File: src/cache_pkg.sv
`default_nettype none

package cache_pkg;

  // processor address and data widths
  localparam int ADDR_W = 32;
  localparam int WORD_W = 32;

  // line geometry
  localparam int LINE_WORDS = 4;
  localparam int OFFSET_W = 4;
  localparam int LINE_W = LINE_WORDS * WORD_W;

  // controller states
  typedef enum logic [2:0] {
    state_idle,
    state_compare,
    state_write_back,
    state_allocate,
    state_fill_wait
  } cache_state_t;

endpackage

`default_nettype wire

File: src/cache_store.sv
`timescale 1ns/1ps
`default_nettype none

module cache_store
  import cache_pkg::*;
#(
  parameter int NUM_SETS = 16,
  localparam int IDX_W = $clog2(NUM_SETS),
  localparam int TAG_W = ADDR_W - IDX_W - OFFSET_W
) (
  input  wire logic              clk,
  input  wire logic              reset,
  input  wire logic [ADDR_W-1:0] lookup_addr,
  input  wire logic              write_word,
  input  wire logic [WORD_W-1:0] store_wdata,
  input  wire logic              fill_line,
  input  wire logic [LINE_W-1:0] fill_data,
  input  wire logic              set_tag_valid,
  input  wire logic              set_dirty,
  input  wire logic              clear_dirty,
  output logic                   lookup_hit,
  output logic                   victim_dirty,
  output logic [TAG_W-1:0]       victim_tag,
  output logic [LINE_W-1:0]      victim_line,
  output logic [WORD_W-1:0]      read_word
);

  localparam int WSEL_W = $clog2(LINE_WORDS);

  logic [TAG_W-1:0]  tag_array [NUM_SETS];
  logic [LINE_W-1:0] data_array [NUM_SETS];
  logic [NUM_SETS-1:0] valid_bits;
  logic [NUM_SETS-1:0] dirty_bits;

  logic [TAG_W-1:0]  addr_tag;
  logic [IDX_W-1:0]  addr_idx;
  logic [WSEL_W-1:0] word_sel;
  logic [LINE_W-1:0] merged_line;

  // address split: tag | index | word | byte
  assign addr_tag = lookup_addr[ADDR_W-1 -: TAG_W];
  assign addr_idx = lookup_addr[OFFSET_W +: IDX_W];
  assign word_sel = lookup_addr[OFFSET_W-1 -: WSEL_W];

  // the only place tag equality is tested
  assign lookup_hit   = valid_bits[addr_idx] && (tag_array[addr_idx] == addr_tag);
  assign victim_dirty = valid_bits[addr_idx] && dirty_bits[addr_idx];
  assign victim_tag   = tag_array[addr_idx];
  assign victim_line  = data_array[addr_idx];

  // word k sits at bits [k*WORD_W +: WORD_W]
  assign read_word = data_array[addr_idx][word_sel*WORD_W +: WORD_W];

  always_comb begin
    merged_line = data_array[addr_idx];
    merged_line[word_sel*WORD_W +: WORD_W] = store_wdata;
  end

  // line data and tags
  always_ff @(posedge clk) begin
    if (fill_line) begin
      data_array[addr_idx] <= fill_data;
    end else if (write_word) begin
      data_array[addr_idx] <= merged_line;
    end
    if (set_tag_valid) begin
      tag_array[addr_idx] <= addr_tag;
    end
  end

  // status bits
  always_ff @(posedge clk) begin
    if (reset) begin
      valid_bits <= '0;
      dirty_bits <= '0;
    end else begin
      if (set_tag_valid) begin
        valid_bits[addr_idx] <= 1'b1;
      end
      // a fresh line from memory is always clean
      if (set_dirty) begin
        dirty_bits[addr_idx] <= 1'b1;
      end else if (clear_dirty || fill_line) begin
        dirty_bits[addr_idx] <= 1'b0;
      end
    end
  end

endmodule

`default_nettype wire

File: config.mk
export PLATFORM = sky130hd
export DESIGN_NAME = cache_store
export DESIGN_NICKNAME = d
export VERILOG_FILES = /design/src/cache_pkg.sv /design/src/cache_store.sv
export SDC_FILE = /design/constraint.sdc
export NUM_CORES = 2
export LEC_CHECK = 0
export ABC_AREA = 0
export BUFFER_PORTS_ARGS = -buffer_cell sky130_fd_sc_hd__buf_2
export CAP_MARGIN = 10
export CORE_MARGIN = 2
export CORE_UTILIZATION = 40
export DETAILED_ROUTE_END_ITERATION = 8
export PLACE_DENSITY_LB_ADDON = 0.1
export SLEW_MARGIN = 20
export SYNTH_ARGS = -nofsm -noshare
export SYNTH_HDL_FRONTEND = slang
export SYNTH_SLANG_ARGS = --single-unit
export TNS_END_PERCENT = 10
File: constraint.sdc
create_clock -name clk -period 7.4 [get_ports clk]
set_clock_uncertainty 0.15 [all_clocks]
set_input_delay 0.37 -clock clk [delete_from_list [all_inputs] [get_ports clk]]
set_output_delay 0.37 -clock clk [all_outputs]
set_load 0.02 [all_outputs]
After elaboration in Yosys (flattened, before gate mapping)
Memories as Yosys holds them, arrays and structs flattened.
Cells that the tools add are included.
{ "word_totals": {"regBits": 32, "ramBits": 2432, "inputBits": 199, "output_inout_bits": 186, "wordCells": 38, "memories": 2} }
{ "memory_table": {"columns": ["memory", "words", "width", "rd", "rd_clocked_by_memory_dff", "write_ports", "line", "source"], "rows": [
  ["data_array", 16, 128, 1, 0, 1, "cache_store.sv:31", "logic [LINE_W-1:0] data_array [NUM_SETS];"],
  ["tag_array", 16, 24, 1, 0, 1, "cache_store.sv:30", "logic [TAG_W-1:0] tag_array [NUM_SETS];"]
]} }
{ "classes": {"n_addsub": 1, "n_lt_le_gt_ge": 2, "eq_ne": 1, "shift": 3, "muxes": 17, "n_bitwise": 5, "reduce_logical": 5} }
{ "op_table": {"columns": ["operator", "n"], "rows": [
  ["128-bit bitwise mux", 1],
  ["128-bit two-way mux", 1],
  ["32-bit by 34-bit variable shift with 128-bit output, first input constant", 1],
  ["128-bit by 8-bit variable part select with 32-bit output", 1],
  ["32-bit by 34-bit variable part select with 128-bit output", 1],
  ["7-bit negation with 34-bit output", 1],
  ["16-bit two-way mux", 2],
  ["16-bit OR", 2],
  ["24-bit equality test", 1],
  ["16-bit bitwise AND", 1],
  ["16-bit inverter", 1],
  ["1-bit two-way mux", 10],
  ["1-bit binary-select mux with 4-bit select", 2],
  ["4-bit by 5-bit < comparator with 1-bit output, second input constant", 1],
  ["1-bit demux with 4-bit select", 1],
  ["4-bit by 1-bit >= comparator with 1-bit output, second input constant", 1],
  ["1-bit logical AND", 3],
  ["2-bit nonzero test", 1],
  ["1-bit logical OR", 1],
  ["1-bit OR", 1]
]} }

Depth between registers and ports, before layout
{ "depth": {"word_depth": 8, "mapped_depth": 11, "mapped_depth_nobuf": 7} }

Worst setup path after synthesis
OpenSTA, ideal clock, no wires.
{ "synth_timing": {"path_kind": "input to register", "from": "input lookup_addr[4]", "to": "memory data_array[0][0] (netlist bit) (enable)", "setup_ns": 0.617, "t_arrival_ns": 6.991, "required_time_ns": 6.633, "slack_ns": -0.359, "stages": 8, "path_buffers": 6, "path_cell_list": "buf_6 > buf_2 > buf_6 > buf_2 > buf_2 > or2_2 > clkbuf_1 > nor2_1"} }
{ "synth_lines": {"columns": ["element", "line", "source"], "rows": [
  ["start, declared", "cache_store.sv:13", "input wire logic [ADDR_W-1:0] lookup_addr,"],
  ["end, declared", "cache_store.sv:31", null]
]} }
Straight into the memory's write port.

Final worst setup path
{ "layout_timing": {"from": "input lookup_addr[4]", "to": "output lookup_hit"} }
{ "layout_between": {"elab_chain_cells": 3, "elab_cells_between_ends": 5, "classes_between": "eq/ne (1); mux (2); reduce/logical (1); memory (1)"} }
{ "layout_rtl": {"columns": ["element", "line", "source"], "rows": [
  ["memory 16 x 24 bit / 1-bit binary-select mux with 4-bit select (equally long branches)", null, null],
  ["24-bit equality test / 1-bit two-way mux (equally long branches)", "cache_store.sv:46", "assign lookup_hit = valid_bits[addr_idx] && (tag_array[addr_idx] == addr_tag);"],
  ["1-bit logical AND *", "cache_store.sv:46", null],
  ["end, declared", "cache_store.sv:21", "output logic lookup_hit,"]
]} }
Mark *: on every way between the ends. The rest lies on a longest branch, timed or not. The select of a mux whose other input is x is not followed.

==> impl_results.md <==
* GP Congestion at 0.826
* Ys async rst share at 0%
* Largest stage delay on the critical path at 0.65 ns
* Clock buffer depth at 4
* Count leader, synth: edfxtp_1
* Vias per cell at 5.96
* Initial DRC count at 5530
* Total number of yosys warnings at 0
* Worst slew margin at 26.1%
* Port bufs at 382
* FF+latch count, synth at 2464
* Run status: complete, but fails checks
* Max Fclk at 198 MHz
* Layout Cells excl Fill at 8334
* Worst R2R End: data_array[3][12]$_DFFE_PP_
* Num CTS Buffers at 285
* Post-route cell area at 0.114 mm2
* Buffers and inverters on the worst path at 3
* DRC at 0
* Root Driver: clkbuf_16
* Area post-placement at 0.103 mm2
* CTS H-tree depth at 5
* Slowest CP cell: and2_1
* Setup TNS at 0 ns
* Data required, critical path at 6.88 ns
* Final period util at 68.2%
* Hold buffer count at cts at 89
* Final #Nets at 5140
* Synth top area share at 75.3%
* Vias in the first global route at 49700
* Dpl hpwl at 176 mm
* CP Cell Sequence: buf_8, buf_4, and2_1, a22oi_1, o221a_2, xor2_1, nor4_1, nand4_1, nor4_2, buf_2
* Hold Slack at -0.00197 ns
* CP startpoint kind: primary input
* Gate power share at 8.5%
* Leak pwr at 36.3 nW
* HP Class: in2reg
* Largest net degree at the start of global routing at 149
* Starting Density at 40.3%
* First-pass detailed-route iteration total at 6
* VDD IR-drop max at 179 uV
* Worst Setup End Kind: primary output
* Vias at 49700
* CP Data Arrival Time at 4.52 ns
* Ranking of synthesized cells by area: edfxtp_1 75%, mux4_2 18%, a221oi_1 1.1%
* Syn Area/Cell at 22.7 um2
* Core area at 0.241 mm2
* Cell variety after synth at 57
* Inst Count DP at 7711
* Final setup violation count at 0
* Psw at 0.00732 W
* CP Class: in2out
* Sequential power share at 49.9%
* Chip Height at 496 um
* R2r setup slk at 4.15 ns
* Mapped cell area at 0.0970 mm2
* Clock power frac at 41.6%
* R2R depth at 4
* Pwr Density at 279 mW/mm2
* Max-slew violations at 0
* Tot GR Track Use at 24.8%
* Synth Instances at 4275
* Final hold violation count at 5
* Register area share after synthesis at 76.0%
* # fillers at 19900
* Worst Hold End: data_array[13][8]$_DFFE_PP_
* Register Area at 0.0737 mm2
* CTS clk-pin slew, worst paths at 0.06 ns
* Post-synth top area cell: edfxtp_1
* Worst Hold Path Cells at 3
* Slew @ Worst Pin at 1.11 ns
* Die footprint at 0.246 mm2
* Int Power at 0.0244 W
* CTS tree: built
* CP top delay family: simple AND/OR/NAND/NOR gates
* Worst r2r src: data_array[11][12]$_DFFE_PP_
* Switching Fraction at 23.1%
* Post CTS Setup Buffer Count at 0
* Post-Synthesis Net Count at 4479
* Synthesis-to-finish area growth at 17.1%
* Top_reg_cell synth: edfxtp_1
* Failing checks: negative hold slack
* Post-layout min period at 5.04 ns
* EDFF count, synth at 2432
* Share of cells above drive strength 1 at 34.8%
* CTS Sinks at 2464
* Max cap viols at 0
* GR Overflow Total at 0
* # rows at 180
* Clock Latency Late Sink at 0.91 ns
* I/O Pins at 385
* PostCTS Resize Cnt at 0
* Routed Wire Length at 306 mm
* HP Start: fill_data[8]
* Initial antenna violation count at 28
* Area of the multi-input gates at 0.0222 mm2
* Die Wd at 496 um
* Antenna-violating nets left at 0
* Drt wl/cell at 36.8 um
* RSZ-0062 raised after global routing: no
* Max FO, Critical Path at 49
* Global-route wire length before repair at 420 mm
* Synth top cells by count: 2432 x edfxtp_1, 769 x mux4_2, 149 x a21oi_1, 141 x inv_1, 127 x a221oi_1
[cell type report]
cell class	count	area share, %
Multi-Input combinational cell	1410	19.5
Clock buffer	373	6.79
Antenna cell	15	0.0331
Timing Repair Buffer	633	4.03
Clock inverter	112	0.757
Sequential cell	2464	64.9
Tap cell	3185	3.51
Inverter	142	0.469
[logic make-up (layout without fill, tap and decap cells)]
family | Yosys count | count (layout) | share of synthesized area, %
DFF | 2464 | 2464 | 76.0
muxes | 836 | 836 | 18.6
buffers and inverters | 401 | 1260 | 1.75
AOI/OAI and AO/OA | 381 | 381 | 2.67
and+or+nand+nor | 172 | 172 | 0.807
xor gates and xnor gates | 16 | 16 | 0.145
adders and majority gates | 5 | 5 | 0.0645
other | 0 | 15 | 0
[registers in the layout, summed over array words and instances (netlist names), named ones only]
name	flops
valid_bits	16
data_array	2048
tag_array	384
[per-layer routing]
metal  track usage (%)  up-vias  share of wire, %
li1                  -    19700                 -
met1              34.3    27600                41
met2              40.3     1828                49
met3              3.76      488               6.0
met4              8.84        4               4.0
met5                 0        -             0.011
[how the worst max path moves through the flow]
stage	start	end	slack [ns]	cells after the start
finish	lookup_addr[4]	lookup_hit	2.36	10
global route	lookup_addr[4]	lookup_hit	2.16	10
CTS	lookup_addr[4]	lookup_hit	2.36	10
detailed placement	lookup_addr[4]	lookup_hit	2.36	10
global placement	lookup_addr[4]	lookup_hit	2.39	10
floorplan	lookup_addr[4]	data_array[0][0]$_DFFE_PP_	-0.36	8
[worst reg2reg max path, stage by stage (launching register included)]
cell	delay, ns
edfxtp_1	0.37
mux4_2	0.48
mux4_2	0.69
a221oi_1	0.80
a21oi_1	0.40
[per-stage QoR]
stage               power, W  hold slack [ns]  worst slack [ns]  utilization (%)
global route          0.0326          0.00560              2.16             47.1
CTS                   0.0320          0.00107              2.36             46.9
global placement      0.0187            0.295              2.39             42.9
finish                0.0317         -0.00197              2.36             47.2
floorplan             0.0175            0.285            -0.359                -
detailed placement    0.0188            0.310              2.36             43.0
[power by group through the flow]
stage / logic (W) / registers, W / clock network (W)
after global placement: 0.00262 / 0.0161 / 0
after floorplan: 0.00141 / 0.0161 / 0
after CTS: 0.00269 / 0.0158 / 0.0135
after detailed placement: 0.00265 / 0.0161 / 0
after global routing: 0.00281 / 0.0158 / 0.0140
final: 0.00269 / 0.0158 / 0.0132
[cells in the final DEF, fill, tap and decap left out, types with 49 or more instances in the layout]
cell type and n:
edfxtp_1 2432, clkinv_1 49, buf_4 94, inv_1 137, a21oi_1 68, mux2i_1 57
a221oi_1 127, buf_2 378, mux4_2 769, dlygate4sd3_1 121, a21oi_2 81, clkbuf_1 73
clkbuf_16 294
No activity file was read; power rests on OpenSTA's default activity.
