File: config.mk
export PLATFORM = sky130hd
export DESIGN_NAME = cache_controller
export DESIGN_NICKNAME = d
export VERILOG_FILES = /design/src/cache_pkg.sv /design/src/cache_controller.sv
export SDC_FILE = /design/constraint.sdc
export NUM_CORES = 1
export LEC_CHECK = 0
export BUFFER_PORTS_ARGS = -buffer_cell sky130_fd_sc_hd__clkbuf_2
export CORE_MARGIN = 2
export CORE_UTILIZATION = 36
export DETAILED_ROUTE_END_ITERATION = 8
export PLACE_DENSITY_LB_ADDON = 0.12
export SKIP_LAST_GASP = 1
export SLEW_MARGIN = 20
export SYNTH_ARGS = -nofsm -noshare
export SYNTH_HDL_FRONTEND = slang
export SYNTH_SLANG_ARGS = --single-unit
File: constraint.sdc
create_clock -name clk -period 2.5 [get_ports clk]
set_input_delay 0.5 -clock clk [delete_from_list [all_inputs] [get_ports clk]]
set_output_delay 0.5 -clock clk [all_outputs]
set_load 0.02 [all_outputs]
File: src/cache_pkg.sv
`default_nettype none

package cache_pkg;

  // processor address and data widths
  localparam int ADDR_W = 32;
  localparam int WORD_W = 32;

  // line geometry
  localparam int LINE_WORDS = 4;
  localparam int OFFSET_W = 4;
  localparam int LINE_W = LINE_WORDS * WORD_W;

  // controller states
  typedef enum logic [2:0] {
    state_idle,
    state_compare,
    state_write_back,
    state_allocate,
    state_fill_wait
  } cache_state_t;

endpackage

`default_nettype wire

File: src/cache_controller.sv
`timescale 1ns/1ps
`default_nettype none

module cache_controller
  import cache_pkg::*;
#(
  parameter int NUM_SETS = 16,
  localparam int IDX_W = $clog2(NUM_SETS),
  localparam int TAG_W = ADDR_W - IDX_W - OFFSET_W
) (
  input  wire logic              clk,
  input  wire logic              reset,
  // processor side
  input  wire logic              req_valid,
  input  wire logic [ADDR_W-1:0] addr,
  input  wire logic              read,
  input  wire logic              write,
  input  wire logic [WORD_W-1:0] wdata,
  output logic                   ready,
  output logic                   resp_valid,
  output logic                   hit,
  // store side
  output logic [ADDR_W-1:0]      lookup_addr,
  output logic                   write_word,
  output logic [WORD_W-1:0]      store_wdata,
  output logic                   fill_line,
  output logic                   set_tag_valid,
  output logic                   set_dirty,
  output logic                   clear_dirty,
  input  wire logic              lookup_hit,
  input  wire logic              victim_dirty,
  input  wire logic [TAG_W-1:0]  victim_tag,
  // memory side
  output logic                   mem_req,
  output logic                   mem_write,
  output logic [ADDR_W-1:0]      mem_addr,
  input  wire logic              mem_ready,
  input  wire logic              mem_resp_valid
);

  typedef enum logic {
    op_read,
    op_write
  } req_op_t;

  cache_state_t state;
  cache_state_t next_state;

  logic [ADDR_W-1:0] req_addr;
  logic [WORD_W-1:0] req_wdata;
  req_op_t           req_op;
  logic              miss_seen;
  logic              accept;
  logic [ADDR_W-1:0] fetch_addr;
  logic [ADDR_W-1:0] victim_addr;

  assign ready  = (state == state_idle);
  assign accept = req_valid && ready;

  // held request payload
  always_ff @(posedge clk) begin
    if (accept) begin
      req_addr  <= addr;
      req_wdata <= wdata;
      req_op    <= (write && !read) ? op_write : op_read;
    end
  end

  assign lookup_addr = req_addr;
  assign store_wdata = req_wdata;

  // line-aligned addresses for fetch and write-back
  assign fetch_addr  = {req_addr[ADDR_W-1:OFFSET_W], {OFFSET_W{1'b0}}};
  assign victim_addr = {victim_tag, req_addr[OFFSET_W +: IDX_W], {OFFSET_W{1'b0}}};

  // completion is always a hit in the compare state
  assign resp_valid = (state == state_compare) && lookup_hit;
  assign hit        = resp_valid && !miss_seen;

  always_ff @(posedge clk) begin
    if (reset) begin
      state     <= state_idle;
      miss_seen <= 1'b0;
    end else begin
      state <= next_state;
      if (accept) begin
        miss_seen <= 1'b0;
      end else if (state == state_compare && !lookup_hit) begin
        miss_seen <= 1'b1;
      end
    end
  end

  always_comb begin
    next_state    = state;
    write_word    = 1'b0;
    set_dirty     = 1'b0;
    clear_dirty   = 1'b0;
    set_tag_valid = 1'b0;
    fill_line     = 1'b0;
    mem_req       = 1'b0;
    mem_write     = 1'b0;
    mem_addr      = fetch_addr;
    case (state)
      state_idle: begin
        if (req_valid) begin
          next_state = state_compare;
        end
      end
      state_compare: begin
        if (lookup_hit) begin
          if (req_op == op_write) begin
            write_word = 1'b1;
            set_dirty  = 1'b1;
          end
          next_state = state_idle;
        end else if (mem_ready) begin
          // dirty victim goes out first
          mem_req = 1'b1;
          if (victim_dirty) begin
            mem_write  = 1'b1;
            mem_addr   = victim_addr;
            next_state = state_write_back;
          end else begin
            next_state = state_allocate;
          end
        end
      end
      state_write_back: begin
        if (mem_ready) begin
          mem_req    = 1'b1;
          next_state = state_allocate;
        end
      end
      state_allocate: begin
        // claim the set for the new tag
        set_tag_valid = 1'b1;
        clear_dirty   = 1'b1;
        if (mem_resp_valid) begin
          fill_line  = 1'b1;
          next_state = state_compare;
        end else begin
          next_state = state_fill_wait;
        end
      end
      state_fill_wait: begin
        if (mem_resp_valid) begin
          fill_line  = 1'b1;
          next_state = state_compare;
        end
      end
      default: next_state = state_idle;
    endcase
  end

endmodule

`default_nettype wire

# Word level (Yosys, flattened, before mapping)
# Index checks and enable logic that the tools add are counted.
word_totals:
  reg_bits: 69
  inputBits: 97
  output_inout_bits: 106
  elab_cells: 51
op_classes:
  n_eq_ne: 8
  mux: 26
  n_reduce_logical: 12
op_table:
  columns: ["operator", "count"]
  rows:
  - ["$mux 32", 4]
  - ["$mux 3", 6]
  - ["$pmux 3 s5", 1]
  - ["$mux 1", 14]
  - ["$eq 3x2->1 const B", 2]
  - ["$ne 2x2->1 const B", 3]
  - ["$logic_and 1x1->1", 5]
  - ["$reduce_and 4->1", 1]
  - ["$reduce_or 2->1", 2]
  - ["$eq 3x1->1 const B", 1]
  - ["$eq 3x3->1 const B", 1]
  - ["$logic_not 1->1", 3]
  - ["$logic_not 3->1", 1]
  - ["$ne 3x3->1 const B", 1]
  - ["$pmux 1 s2", 1]

# Depth between registers and ports, before layout
# Gate-level depths: netlist of run 1.
depth:
  depth_word: 4
  depth_mapped: 6
  ltp_nobuf: 3

# Worst setup path before layout of run 1
# Ideal clock, no wire load.
synth_timing:
  kind: "register to register"
  from: "register state[2]"
  to: "register req_addr[0] (netlist: lookup_addr[0]) (enable)"
  setup_ps: 431
  arrival_ps: 2646
  required_ps: 2069
  slack_ps: -576
  stages_incl_launch_ff: 4
  path_buffers: 1
  period_less_slack_ps: 3076
  path_cell_list: "dfxtp_1 -> buf_4 -> nor3_1 -> and2_1"
synth_between:
  elab_chain_len: 2
synth_rtl:
  columns: ["element", "line_no", "rtl"]
  rows:
  - ["start: declaration", "cache_controller.sv:46", "cache_state_t state;"]
  - ["start signal: assignment", "cache_controller.sv:82", "state <= state_idle;"]
  - ["start signal: assignment", "cache_controller.sv:85", "state <= next_state;"]
  - ["$logic_not 3->1", "cache_controller.sv:57", "assign ready = (state == state_idle);"]
  - ["net ready", "cache_controller.sv:19", "output logic ready,"]
  - ["$logic_and 1x1->1", "cache_controller.sv:58", "assign accept = req_valid && ready;"]
  - ["net accept", "cache_controller.sv:53", "logic accept;"]
  - ["end signal: assignment", "cache_controller.sv:63", "req_addr <= addr;"]
  - ["end: declaration", "cache_controller.sv:49", "logic [ADDR_W-1:0] req_addr;"]
# The timed path passes the listed nets, and every way through them passes these cells.
# A chain may end at the register's enable or synchronous reset.

# Final worst setup path of run 1
layout_timing:
  from: "register state[2]"
  to: "output mem_addr[22]"
layout_between:
  elab_chain_len: 2
layout_rtl:
  columns: ["element", "line_no", "rtl"]
  rows:
  - ["$eq 3x1->1", "cache_controller.sv:104", "case (state)"]
  - ["$mux 32", "cache_controller.sv:104", null]
  - ["end: declaration", "cache_controller.sv:36", "output logic [ADDR_W-1:0] mem_addr,"]
# Every way passes these cells.

==> summary.md, run 1 <==
The share of final-layout standard cells stronger than drive strength 1 was 0.717. The mapped netlist covers 2730 sq um. For the number of violations of the max-capacitance limit, the log shows 0. In this run the remaining antenna-violating nets after routing total 0.

The die is 91.1 um tall. The number of vias in the routed layout was 1970. The first detailed-routing pass took 4 iterations. Share of flip-flops with an asynchronous set or reset: 0. The tools report the antenna diode count as 0. The critical path goes through nor2b_4 -> and4_4 -> buf_4 -> mux2_4 -> clkbuf_2.

The slowest stage of the critical path is the dfxtp_1 cell. At the worst endpoint, the required time is 2.00 ns. The die outline width works out to 91.1 um.

The worst-case vdd ir drop came out at 0.000400 V. Cell chosen for the clock root: clkbuf_8. The remaining global-route overflow is 0, and the clock transition at the register clock pins on the worst setup and hold paths after CTS is 0.07 ns. The biggest area consumer among synthesized cells was edfxtp_1. The logs give 1.87 ns for the worst path arrival time and 31 for the number of cell rows.

The run gives 0 as the hold violation count in the final report. In this run the power density over the cells is 708 nW/um^2. The die covers 8300 sq um. The critical path is of the flop to primary output type. The most common cell in the synthesized netlist is edfxtp_1. A synthesized cell averages 19.4 sq um. The tools report the portion of the post-synthesis area used by sequential elements as 0.744. Aggregate global-route resource usage: 0.158. The number of different library cells used by synthesis comes to 26. By count the netlist is led by edfxtp_1, mux2_4, buf_4, mux2_2, nor3_1.

In this run the number of cells on the critical path is 5. The detailed-route wire length per cell is 14.5 um. The primary flip-flop cell chosen by synthesis mapping is edfxtp_1. Across all register-to-register paths, the minimum setup slack is 0.83 ns. Yosys mapped a number of flops with a built-in enable equal to 65. Dividing the detail-routed via count by the number of cells gives 4.39. The run gives 69 as the number of sinks on the clock net. The cell depth of the worst min-delay path is 1.

After the first detailed-routing iteration, the DRC count stood at 54. The startpoint identified for the worst hold timing path is wdata[4]. The I/O pin count is 203, and the max-slew violation total from the final report is 0. Ratio of final minimum period to clock period: 0.948. The maximum single-stage delay on the critical path was 0.42 ns. In the post-synthesis netlist, the biggest area contributors are edfxtp_1, mux2_4, buf_4, dfxtp_1, mux2_2. Synthesis produced 141 cells. Clock tree synthesis inserted a total of 9 buffers. Number of buffer and inverter instances along the worst setup path: 2. Entering global routing, the biggest net connects 36 pins.

For the number of antenna violations at the first check in global routing, the log shows 0. TritonCTS built the clock tree. STA classifies the critical path startpoint as a flop.

The worst register-to-register path begins at state[2]$_SDFFE_PP0P_. In this run the worst path has a maximum fanout of 9. The most critical setup path has its startpoint at state[2]$_SDFFE_PP0P_. STA classifies the critical path endpoint as a primary output. The logs give 0 for the final setup violation count and 442 for the number of nets at the end of the flow. The path class of the tightest hold or removal check is input pin to flop.

The starting density of the core was 0.375; the highest clock frequency the design can meet was 0.422 GHz. The logs give 0 for the cts-stage hold buffer count and 2 for the maximum number of buffers from clock root to sink. The fraction of synthesized cell area taken by the top area cell type works out to 0.715. The flow ran to the end, and the final reports show no timing, DRC or antenna violations.

The cell family contributing the most delay on the critical path is simple AND/OR/NAND/NOR gates. The setup total negative slack is 0 ns, and the area overhead of the layout relative to synthesis is 46.9%. The wire length of the first global-routing pass was 9880 um; the residual DRC count was 0. For the weighted congestion at the end of routability-driven global placement, the log shows 0.775.

In this run the number of H-tree levels came out at 3. The final standard cell utilization of the core is 0.550. The clock skew was 0.00609 ns; the shortest period the worst path allows was 2.37 ns.

The detailed placement HPWL is 5240 um, and the via count of the first global-routing pass is 1965. After floorplanning, the core was sized to cover 7290 sq um. The length in cells of the worst reg-to-reg path is 3.

Setup repair after global routing left no endpoint under its margin. The sum of routed wire length over all layers is 6530 um. The later pin in the worst-skew pair is clocked with a latency of 0.33 ns. The flop and latch count out of synthesis was 69. The number of buffer cells added on primary ports was 198. In this run the static leakage power is 1.86 nW. Yosys printed 0 warnings.
-- where the power goes --
part / switching, W / leakage (nW) / total [W] / internal [W]
Combinational: 0.000289 / 1.10 / 0.000478 / 0.000189
Sequential: 0.0000332 / 0.654 / 0.00140 / 0.00137
Clock: 0.000400 / 0.100 / 0.000959 / 0.000560
Total: 0.000722 / 1.86 / 0.00284 / 0.00212
-- worst register-to-register path: cells and delay by family (launching register included) --
family,cells,cell delay (ns)
buf+inv,1,0.38
flops,1,0.42
simple gates,2,0.51
-- layout by cell type, fill, tap and decap left out, drive strengths merged, types with 2 or more instances in the layout --
cell / Yosys / final
and2: 3 / 3
mux2: 24 / 24
nor2b: 4 / 4
a21oi: 3 / 3
edfxtp: 65 / 65
o21ai: 3 / 3
nor2: 4 / 4
nor3: 5 / 5
clkinv: 0 / 2
bufinv: 0 / 2
nor3b: 2 / 2
clkinvlp: 0 / 2
clkbuf: 1 / 208
dfxtp: 4 / 4
buf: 14 / 7
conb: 1 / 4
-- worst paths after layout --
| path | end |
|---|---|
| hold / removal | store_wdata[4]$_DFFE_PP_ |
| setup reg to reg | store_wdata[28]$_DFFE_PP_ |
| hold reg to reg | miss_seen$_SDFFE_PP0P_ |
| setup / recovery | mem_addr[22] |
-- stage by stage --
step | power [W] | worst slack, ns | area [sq um] | std cells | hold WS, ns
floorplan | 0.00171 | 0.110 | 2740 | 144 | 0.483
global route | 0.00296 | 0.0279 | 4010 | 449 | 0.310
CTS | 0.00289 | 0.0265 | 4010 | 449 | 0.306
global placement | 0.00190 | 0.259 | 3770 | 431 | 0.546
finish | 0.00284 | 0.131 | 4010 | 449 | 0.336
detailed placement | 0.00191 | 0.202 | 3770 | 431 | 0.506
-- layer usage --
layer  vias up  global-route usage  routed length, um
li1        931                   -                  -
met1       909               0.160               2290
met2       121               0.280               3460
met3         9              0.0606                683
met4         0              0.0795                 90
met5         -                   0                  0
-- flip-flops by register name, indices dropped and copies added, names as in the netlist --
register     flops
lookup_addr     32
miss_seen        1
req_op           1
state            3
store_wdata     32
-- area by class of cell --
class / count / area [sq um]
timing repair buffer: 205 / 1070
clock inverter: 6 / 87.6
multi-input combinational: 60 / 571
sequential: 69 / 2030
clock buffer: 10 / 128
tap: 99 / 124
fill: 665 / 3280
-- cells by family after synthesis --
kind of cell,after synthesis,synth area share
DFF,69,0.744
and+or+nand+nor,22,0.0536
muxes,25,0.129
AOI/OAI and AO/OA,9,0.0206
other,1,0.00137
buffers and inverters,15,0.0518
-- what timing repair did --
action	4_1_cts	5_1_grt
pin swaps	1	0
setup endpoints to repair	15	24
buffers inserted	2	0
gates resized for setup	0	1
gates cloned	0	0
hold endpoints to repair	0	0
Note: power is estimated with default switching activity, not from simulation.
==> run 2: changes to the inputs <==
RECOVER_POWER = 100   (was unset)
==> summary.md, run 2 (synthesis gave the netlist of run 1 again) <==
The placed cell area was 3770 sq um; the vias per cell was 4.39. The I/O pin count was 203. In this run the most used layer during global routing was met2. Clock-pin slew was measured on the worst setup and hold paths at 0.07 ns.

The run gives 0.334 ns as the worst hold slack. The tools report the worst path arrival time as 1.86 ns. Type of the worst setup path: flop to primary output. The flow ran to the end, and the final reports show no timing, DRC or antenna violations. Of all nets on the critical path, the largest fanout is 9.

The die outline width is 91.1 um, and the worst max-slew margin expressed relative to the limit is 0.447. The count of placed standard cells in the final layout, fillers left out was 449; the area of all placed cells without fillers was 3900 sq um. The repair_antennas step left the layout with diodes totalling 0.

For this run, design rule violations remaining after detail routing come to 0. The first global-routing pass estimated 9880 um of wire. The run gives 2.00 ns as the data required time at the worst endpoint. The number of antenna violations at the first check in global routing came out at 0. Counting I/O delays and the setup requirement, the final critical path takes 2.36 ns. The run gives 0.280 as the global routing usage on met2. Across the whole layout, storage elements account for 2030 sq um. The floorplan step defined a die boundary enclosing 8300 sq um.

Entering global routing, the biggest net connects 36 pins. At the pin with the least slew margin, the transition time is 0.830 ns. Setup repair after global routing left no endpoint under its margin. The library cell used most frequently in the layout, excluding fill and tap cells, is clkbuf_2. In the final routed layout, each cell accounts on average for 14.6 um. Summed over all layers, the global routing overflow is 0. Power per unit of standard cell area: 722 nW/um^2.

The ratio of final minimum period to clock period was 0.945; the number of nets at the end of the flow was 442. The share of final-layout standard cells stronger than drive strength 1 is 0.483. Maximum level of the CTS H-tree: 3.

The tools report the max-slew violation total from the final report as 0. The number of violations of the max-capacitance limit came out at 0. Based on the critical path, the design can be clocked at up to 0.423 GHz. After routing, the total negative slack on setup checks comes to 0 ns. The wire-length estimate of the detail-placed layout is 5240 um.

The count of filler cells inserted in the layout came out at 710. The iteration count of the initial detailed-routing pass is 4. Setup violations remaining at the end of the flow were counted as 0. The aggregate global-route resource usage was 0.158; the met3 demand-to-capacity share in global routing was 0.0606. On the final layout, the worst clock skew is 0.00698 ns. Measured in cells, the most critical reg-to-reg path has a length of 4.

The logs give 56 for the violation count after the first detailed-routing iteration and 0.33 ns for the insertion delay to the later sink of the worst-skew pair. The top cell types in the final layout, fill and taps aside, are clkbuf_2, clkbuf_1, edfxtp_1. The run gives 0 as the hold violation count in the final report. The initialized floorplan defines 31 standard-cell rows. STA classifies the critical path startpoint as a flop. The logs give 0.000398 V for the worst-case vdd ir drop and 2 for the maximum number of buffers from clock root to sink. In this run the remaining antenna-violating nets after routing total 0. Type of destination of the critical path: a primary output. TritonCTS built the clock tree. The logs give 0.160 for the global-route track usage on met1 and 0.775 for the weighted congestion at the end of routability-driven global placement. The logs give 1965 for the via count of the first global-routing pass and 0.00281 W for the total power. The detailed router placed 1973 vias in this run. The cell depth of the worst min-delay path was 1.

The area growth from synthesis to layout is 42.6%. The clock drives 69 sinks. Core area: 7290 sq um. In this run the worst hold path is classified as input pin to flop. The routed design has 6540 um of wire. Clock tree synthesis selected as its root buffer the cell clkbuf_8.

Buffers placed on the I/O ports in this run total 198. Counting the buffers created by CTS gives 9. The die height is 91.1 um.

The leakage power of the design was 1.61 nW; the area of combinational cells with multiple inputs was 562 sq um. The starting density of the core was 0.375. The tools report the number of placed instances, taps included as 431.
run 2: worst max-delay path, stage by stage (launching register included):
cell,delay (ns)
dfxtp_1,0.42
nor2b_4,0.19
and4_4,0.29
buf_4,0.18
mux2_4,0.30
clkbuf_2,0.15
run 2: cell type report:
class / instances / area share
Sequential cell: 69 / 0.522
Multi-Input combinational cell: 60 / 0.144
Clock buffer: 10 / 0.0328
Clock inverter: 6 / 0.0225
Timing Repair Buffer: 205 / 0.247
Tap cell: 99 / 0.0318
run 2: worst paths after layout:
path / startpoint / end / slack, ns
worst max-delay path: state[2]$_SDFFE_PP0P_ / mem_addr[22] / 0.14
worst min-delay path: addr[1] / lookup_addr[1]$_DFFE_PP_ / 0.33
worst max register to register: state[1]$_SDFFE_PP0P_ / store_wdata[15]$_DFFE_PP_ / 0.50
worst min register to register: miss_seen$_SDFFE_PP0P_ / miss_seen$_SDFFE_PP0P_ / 0.51
run 2: metrics by stage:
stage | worst slack [ns] | util
after floorplan | 0.110 | -
final | 0.137 | 0.534
after detailed placement | 0.202 | 0.517
after global routing | 0.0244 | 0.534
after CTS | 0.0265 | 0.550
after global placement | 0.259 | 0.517
run 2: metal layers:
layer | up-vias | part of all wire | wire length, um
li1 | 938 | - | -
met3 | 10 | 0.11 | 716
met4 | 0 | 0.016 | 103
met1 | 902 | 0.35 | 2300
met5 | - | 0 | 0
met2 | 123 | 0.52 | 3420
run 2: repair_timing:
item                                    in CTS  in global routing
pin swaps                                    1                  0
resized for setup                            0                  1
endpoints found under the setup margin      15                 24
setup buffers                                2                  0
hold buffers                                 0                  0
run 2: report_power, final:
| group | switching [W] | leakage [nW] | internal (W) |
|---|---|---|---|
| clock | 0.000401 | 0.100 | 0.000560 |
| sequential | 0.0000324 | 0.654 | 0.00137 |
| combinational | 0.000288 | 0.857 | 0.000162 |
==> run 3: changes to the inputs <==
ABC_AREA = 1   (was unset)
BUFFER_PORTS_ARGS = -buffer_cell sky130_fd_sc_hd__buf_2   (was -buffer_cell sky130_fd_sc_hd__clkbuf_2)
==> summary.md, run 3 <==
In the layout the commonest cells are buf_2, clkbuf_1, nand2_1. The fraction of synthesized cell area in xor and xnor cells works out to 0. In this run the remaining antenna-violating nets after routing total 0. The run finished with clean final reports. The clock passes through at most 2 buffers.

Overall power consumption after layout is estimated at 0.00278 W. Yosys attributes the largest share of cell area to edfxtp_1, nand2_1, dfxtp_1, buf_4, nand2_2. The final setup violation count is 0, and the highest clock frequency the design can meet is 0.427 GHz. The worst min-delay path category is input pin to flop.

The power per unit of standard cell area was 729 nW/um^2. The worst register-to-register path begins at state[1]$_SDFFE_PP0P_. The length in cells of the worst reg-to-reg path was 4; the number of sinks on the clock net was 69. The tree is rooted in a clkbuf_8. The layout has 706 filler cells. The floorplan step defined a core boundary enclosing 7250 sq um.

At the later pin of the worst-skew pair, clock insertion delay measures 0.33 ns. The setup path with the least slack is of type flop to primary output. The vias per cell was 4.17; the number of vias in the routed layout was 2144. In this run the worst path has a maximum fanout of 25. The multiplexer area fraction after synthesis was 0; the leakage power of the design was 1.67 nW. The worst hold path terminates at state[2]$_SDFFE_PP0P_. During placement, the flow inserted port buffers numbering 198. The launch point of the worst hold path is reset. The die outline width works out to 90.4 um. Iteration count of the initial detailed-routing pass: 4.

For the finished layout, the period the worst path requires is 2.34 ns. The portion of the post-synthesis area used by sequential elements came out at 0.757. Counting instances in the post-synthesis netlist gives the leading cell types as nand2_1, edfxtp_1, inv_1, nor2_1, buf_4. The area growth from synthesis to layout is 41.8%. Clock-pin slew was measured on the worst setup and hold paths at 0.07 ns. After routing the design area is 3810 sq um. Starting density of the core: 0.370. Entering global routing, the biggest net connects 44 pins. The worst max-slew margin expressed relative to the limit is 0.189, and the hold violation count in the final report is 0. TritonCTS built the clock tree. The share of final-layout standard cells stronger than drive strength 1 is 0.352, and the weighted congestion at the end of routability-driven global placement is 0.773. The netlist uses 23 different library cells. The synthesized-area fraction occupied by ao, oa, aoi and oai cells was 0.0121. The max-slew violation total from the final report was 0; the share of flip-flops with an asynchronous set or reset was 0. The worst hold path passes through 2 cells. The residual DRC count was 0. Primary flip-flop cell chosen by synthesis mapping: edfxtp_1. For this run, the number of Yosys warnings is 0. The ratio of final minimum period to clock period came out at 0.938. The type of destination of the critical path is a primary output. The run gives 2690 sq um as the post-synthesis instance area. The logs give 6700 um for the sum of routed wire length over all layers and 2.00 ns for the data required time at the worst endpoint. The detailed-route wire length per cell came out at 13.0 um.

The initialized floorplan defines 31 standard-cell rows. The first global-routing pass estimated 10200 um of wire. The number of violations of the max-capacitance limit was 0.

The aggregate global-route resource usage came out at 0.161. After synthesis, the largest family of logic cells by area is simple AND/OR/NAND/NOR gates. For the remaining global-route overflow, the log shows 0. The number of enable flip-flop cells after synthesis was 65. The simple-gate area share of the yosys netlist was 0.167. The synthesized design spends more area on one cell type than any other, namely edfxtp_1. CTS built an H-tree with a depth of 3.

Buffers inserted to repair hold after CTS numbered 0. Summed over all nets, the half-perimeter wirelength after detailed placement is 5120 um. The clock skew is 0.00896 ns, and the flop and latch count out of synthesis is 69. The placed cell area came out at 3740 sq um. The tools report the number of instances in the synthesized netlist as 209. The sort of element at the start of the critical path is a flop. IR analysis of the VDD net gives a maximum drop of 0.000459 V. STA puts the critical path data arrival time at 1.84 ns.

In this run the critical register-to-register path is captured at lookup_addr[21]$_DFFE_PP_. For the number of nets at the end of the flow, the log shows 507. The fraction of synthesized cell area taken by the top area cell type works out to 0.727. Via count of the first global-routing pass: 2140. The library cell used most frequently in the layout, excluding fill and tap cells, is buf_2. 0 antenna diodes ended up in the layout. The floorplan step defined a die boundary enclosing 8160 sq um. The number of antenna violations at the first check in global routing came out at 0. After synthesis, the mean cell area works out to 12.8 sq um. The register-to-register setup slack was 0.27 ns.

nand2_1 is the most common cell in the netlist. The first routing iteration left 71 violations. The fraction of the mapped netlist area in adder cells was 0. Slew at the pin with the worst max-slew slack: 1.22 ns.

The number of buffers inserted during clock tree synthesis came out at 9. The die height works out to 90.4 um. Setup repair after global routing left no endpoint under its margin.

The number of setup buffers added after CTS is 0. For this design the top-level I/O count stands at 203.
-- run 3: what timing repair did --
action / 4_1_cts / 5_1_grt
setup endpoints to repair: 0 / 21
gates resized for setup: 0 / 2
hold endpoints to repair: 0 / 0
-- run 3: final cells by class --
| cell class | instances | area, sq um | share of cell area |
|---|---|---|---|
| timing repair buffer | 201 | 901 | 0.237 |
| tap | 99 | 124 | 0.0325 |
| multi-input combinational | 114 | 498 | 0.131 |
| clock buffer | 10 | 128 | 0.0335 |
| clock inverter | 6 | 63.8 | 0.0168 |
| sequential | 69 | 2030 | 0.534 |
| inverter | 15 | 58.8 | 0.0154 |
-- run 3: worst max path at each step --
stage                          endpoint             startpoint
2_1_floorplan  lookup_addr[0]$_DFFE_PP_  state[1]$_SDFFE_PP0P_
3_3_place_gp               mem_addr[11]             lookup_hit
3_5_place_dp               mem_addr[10]             lookup_hit
4_1_cts                    mem_addr[10]  state[2]$_SDFFE_PP0P_
5_1_grt                    mem_addr[13]  state[0]$_SDFFE_PP0P_
6_report                   mem_addr[19]  state[0]$_SDFFE_PP0P_
-- run 3: cells by family after synthesis --
kind of cell / count (synthesis)
AND/OR/NAND/NOR: 104
AO/OA/AOI/OAI: 6
buffers and inverters: 29
other: 1
flip-flops: 69
-- run 3: metal layers --
| layer | up-vias | GRT usage | wire length, um |
|---|---|---|---|
| met5 | - | 0 | 0 |
| met4 | 0 | 0.0628 | 110 |
| met2 | 113 | 0.284 | 3420 |
| met1 | 940 | 0.170 | 2520 |
| li1 | 1081 | - | - |
| met3 | 10 | 0.0693 | 642 |
-- run 3: report_power, final --
part | switching (W) | total [W] | leakage [nW] | internal, W
Combinational | 0.000346 | 0.000488 | 0.925 | 0.000142
Sequential | 0.0000341 | 0.00141 | 0.649 | 0.00138
Clock | 0.000414 | 0.000873 | 0.0939 | 0.000460
-- run 3: per-stage QoR --
| stage | cells | hold WS [ns] | TNS (ns) | utilization | setup slack (ns) |
|---|---|---|---|---|---|
| global placement | 498 | 0.539 | 0 | 0.516 | 0.405 |
| CTS | 514 | 0.317 | 0 | 0.543 | 0.0945 |
| floorplan | 212 | 0.476 | -3.61 | - | -0.0555 |
| finish | 514 | 0.337 | 0 | 0.525 | 0.156 |
| detailed placement | 498 | 0.529 | 0 | 0.516 | 0.348 |
| global route | 514 | 0.316 | 0 | 0.525 | 0.0277 |
-- run 3: worst max-delay path: stages (launching register included) --
cell      delay, ns
dfxtp_2        0.39
inv_2          0.04
nor2_2         0.12
nand3_2        0.12
inv_2          0.10
nand3_4        0.08
inv_4          0.26
nand2_1        0.09
nand2_1        0.08
clkbuf_1       0.23
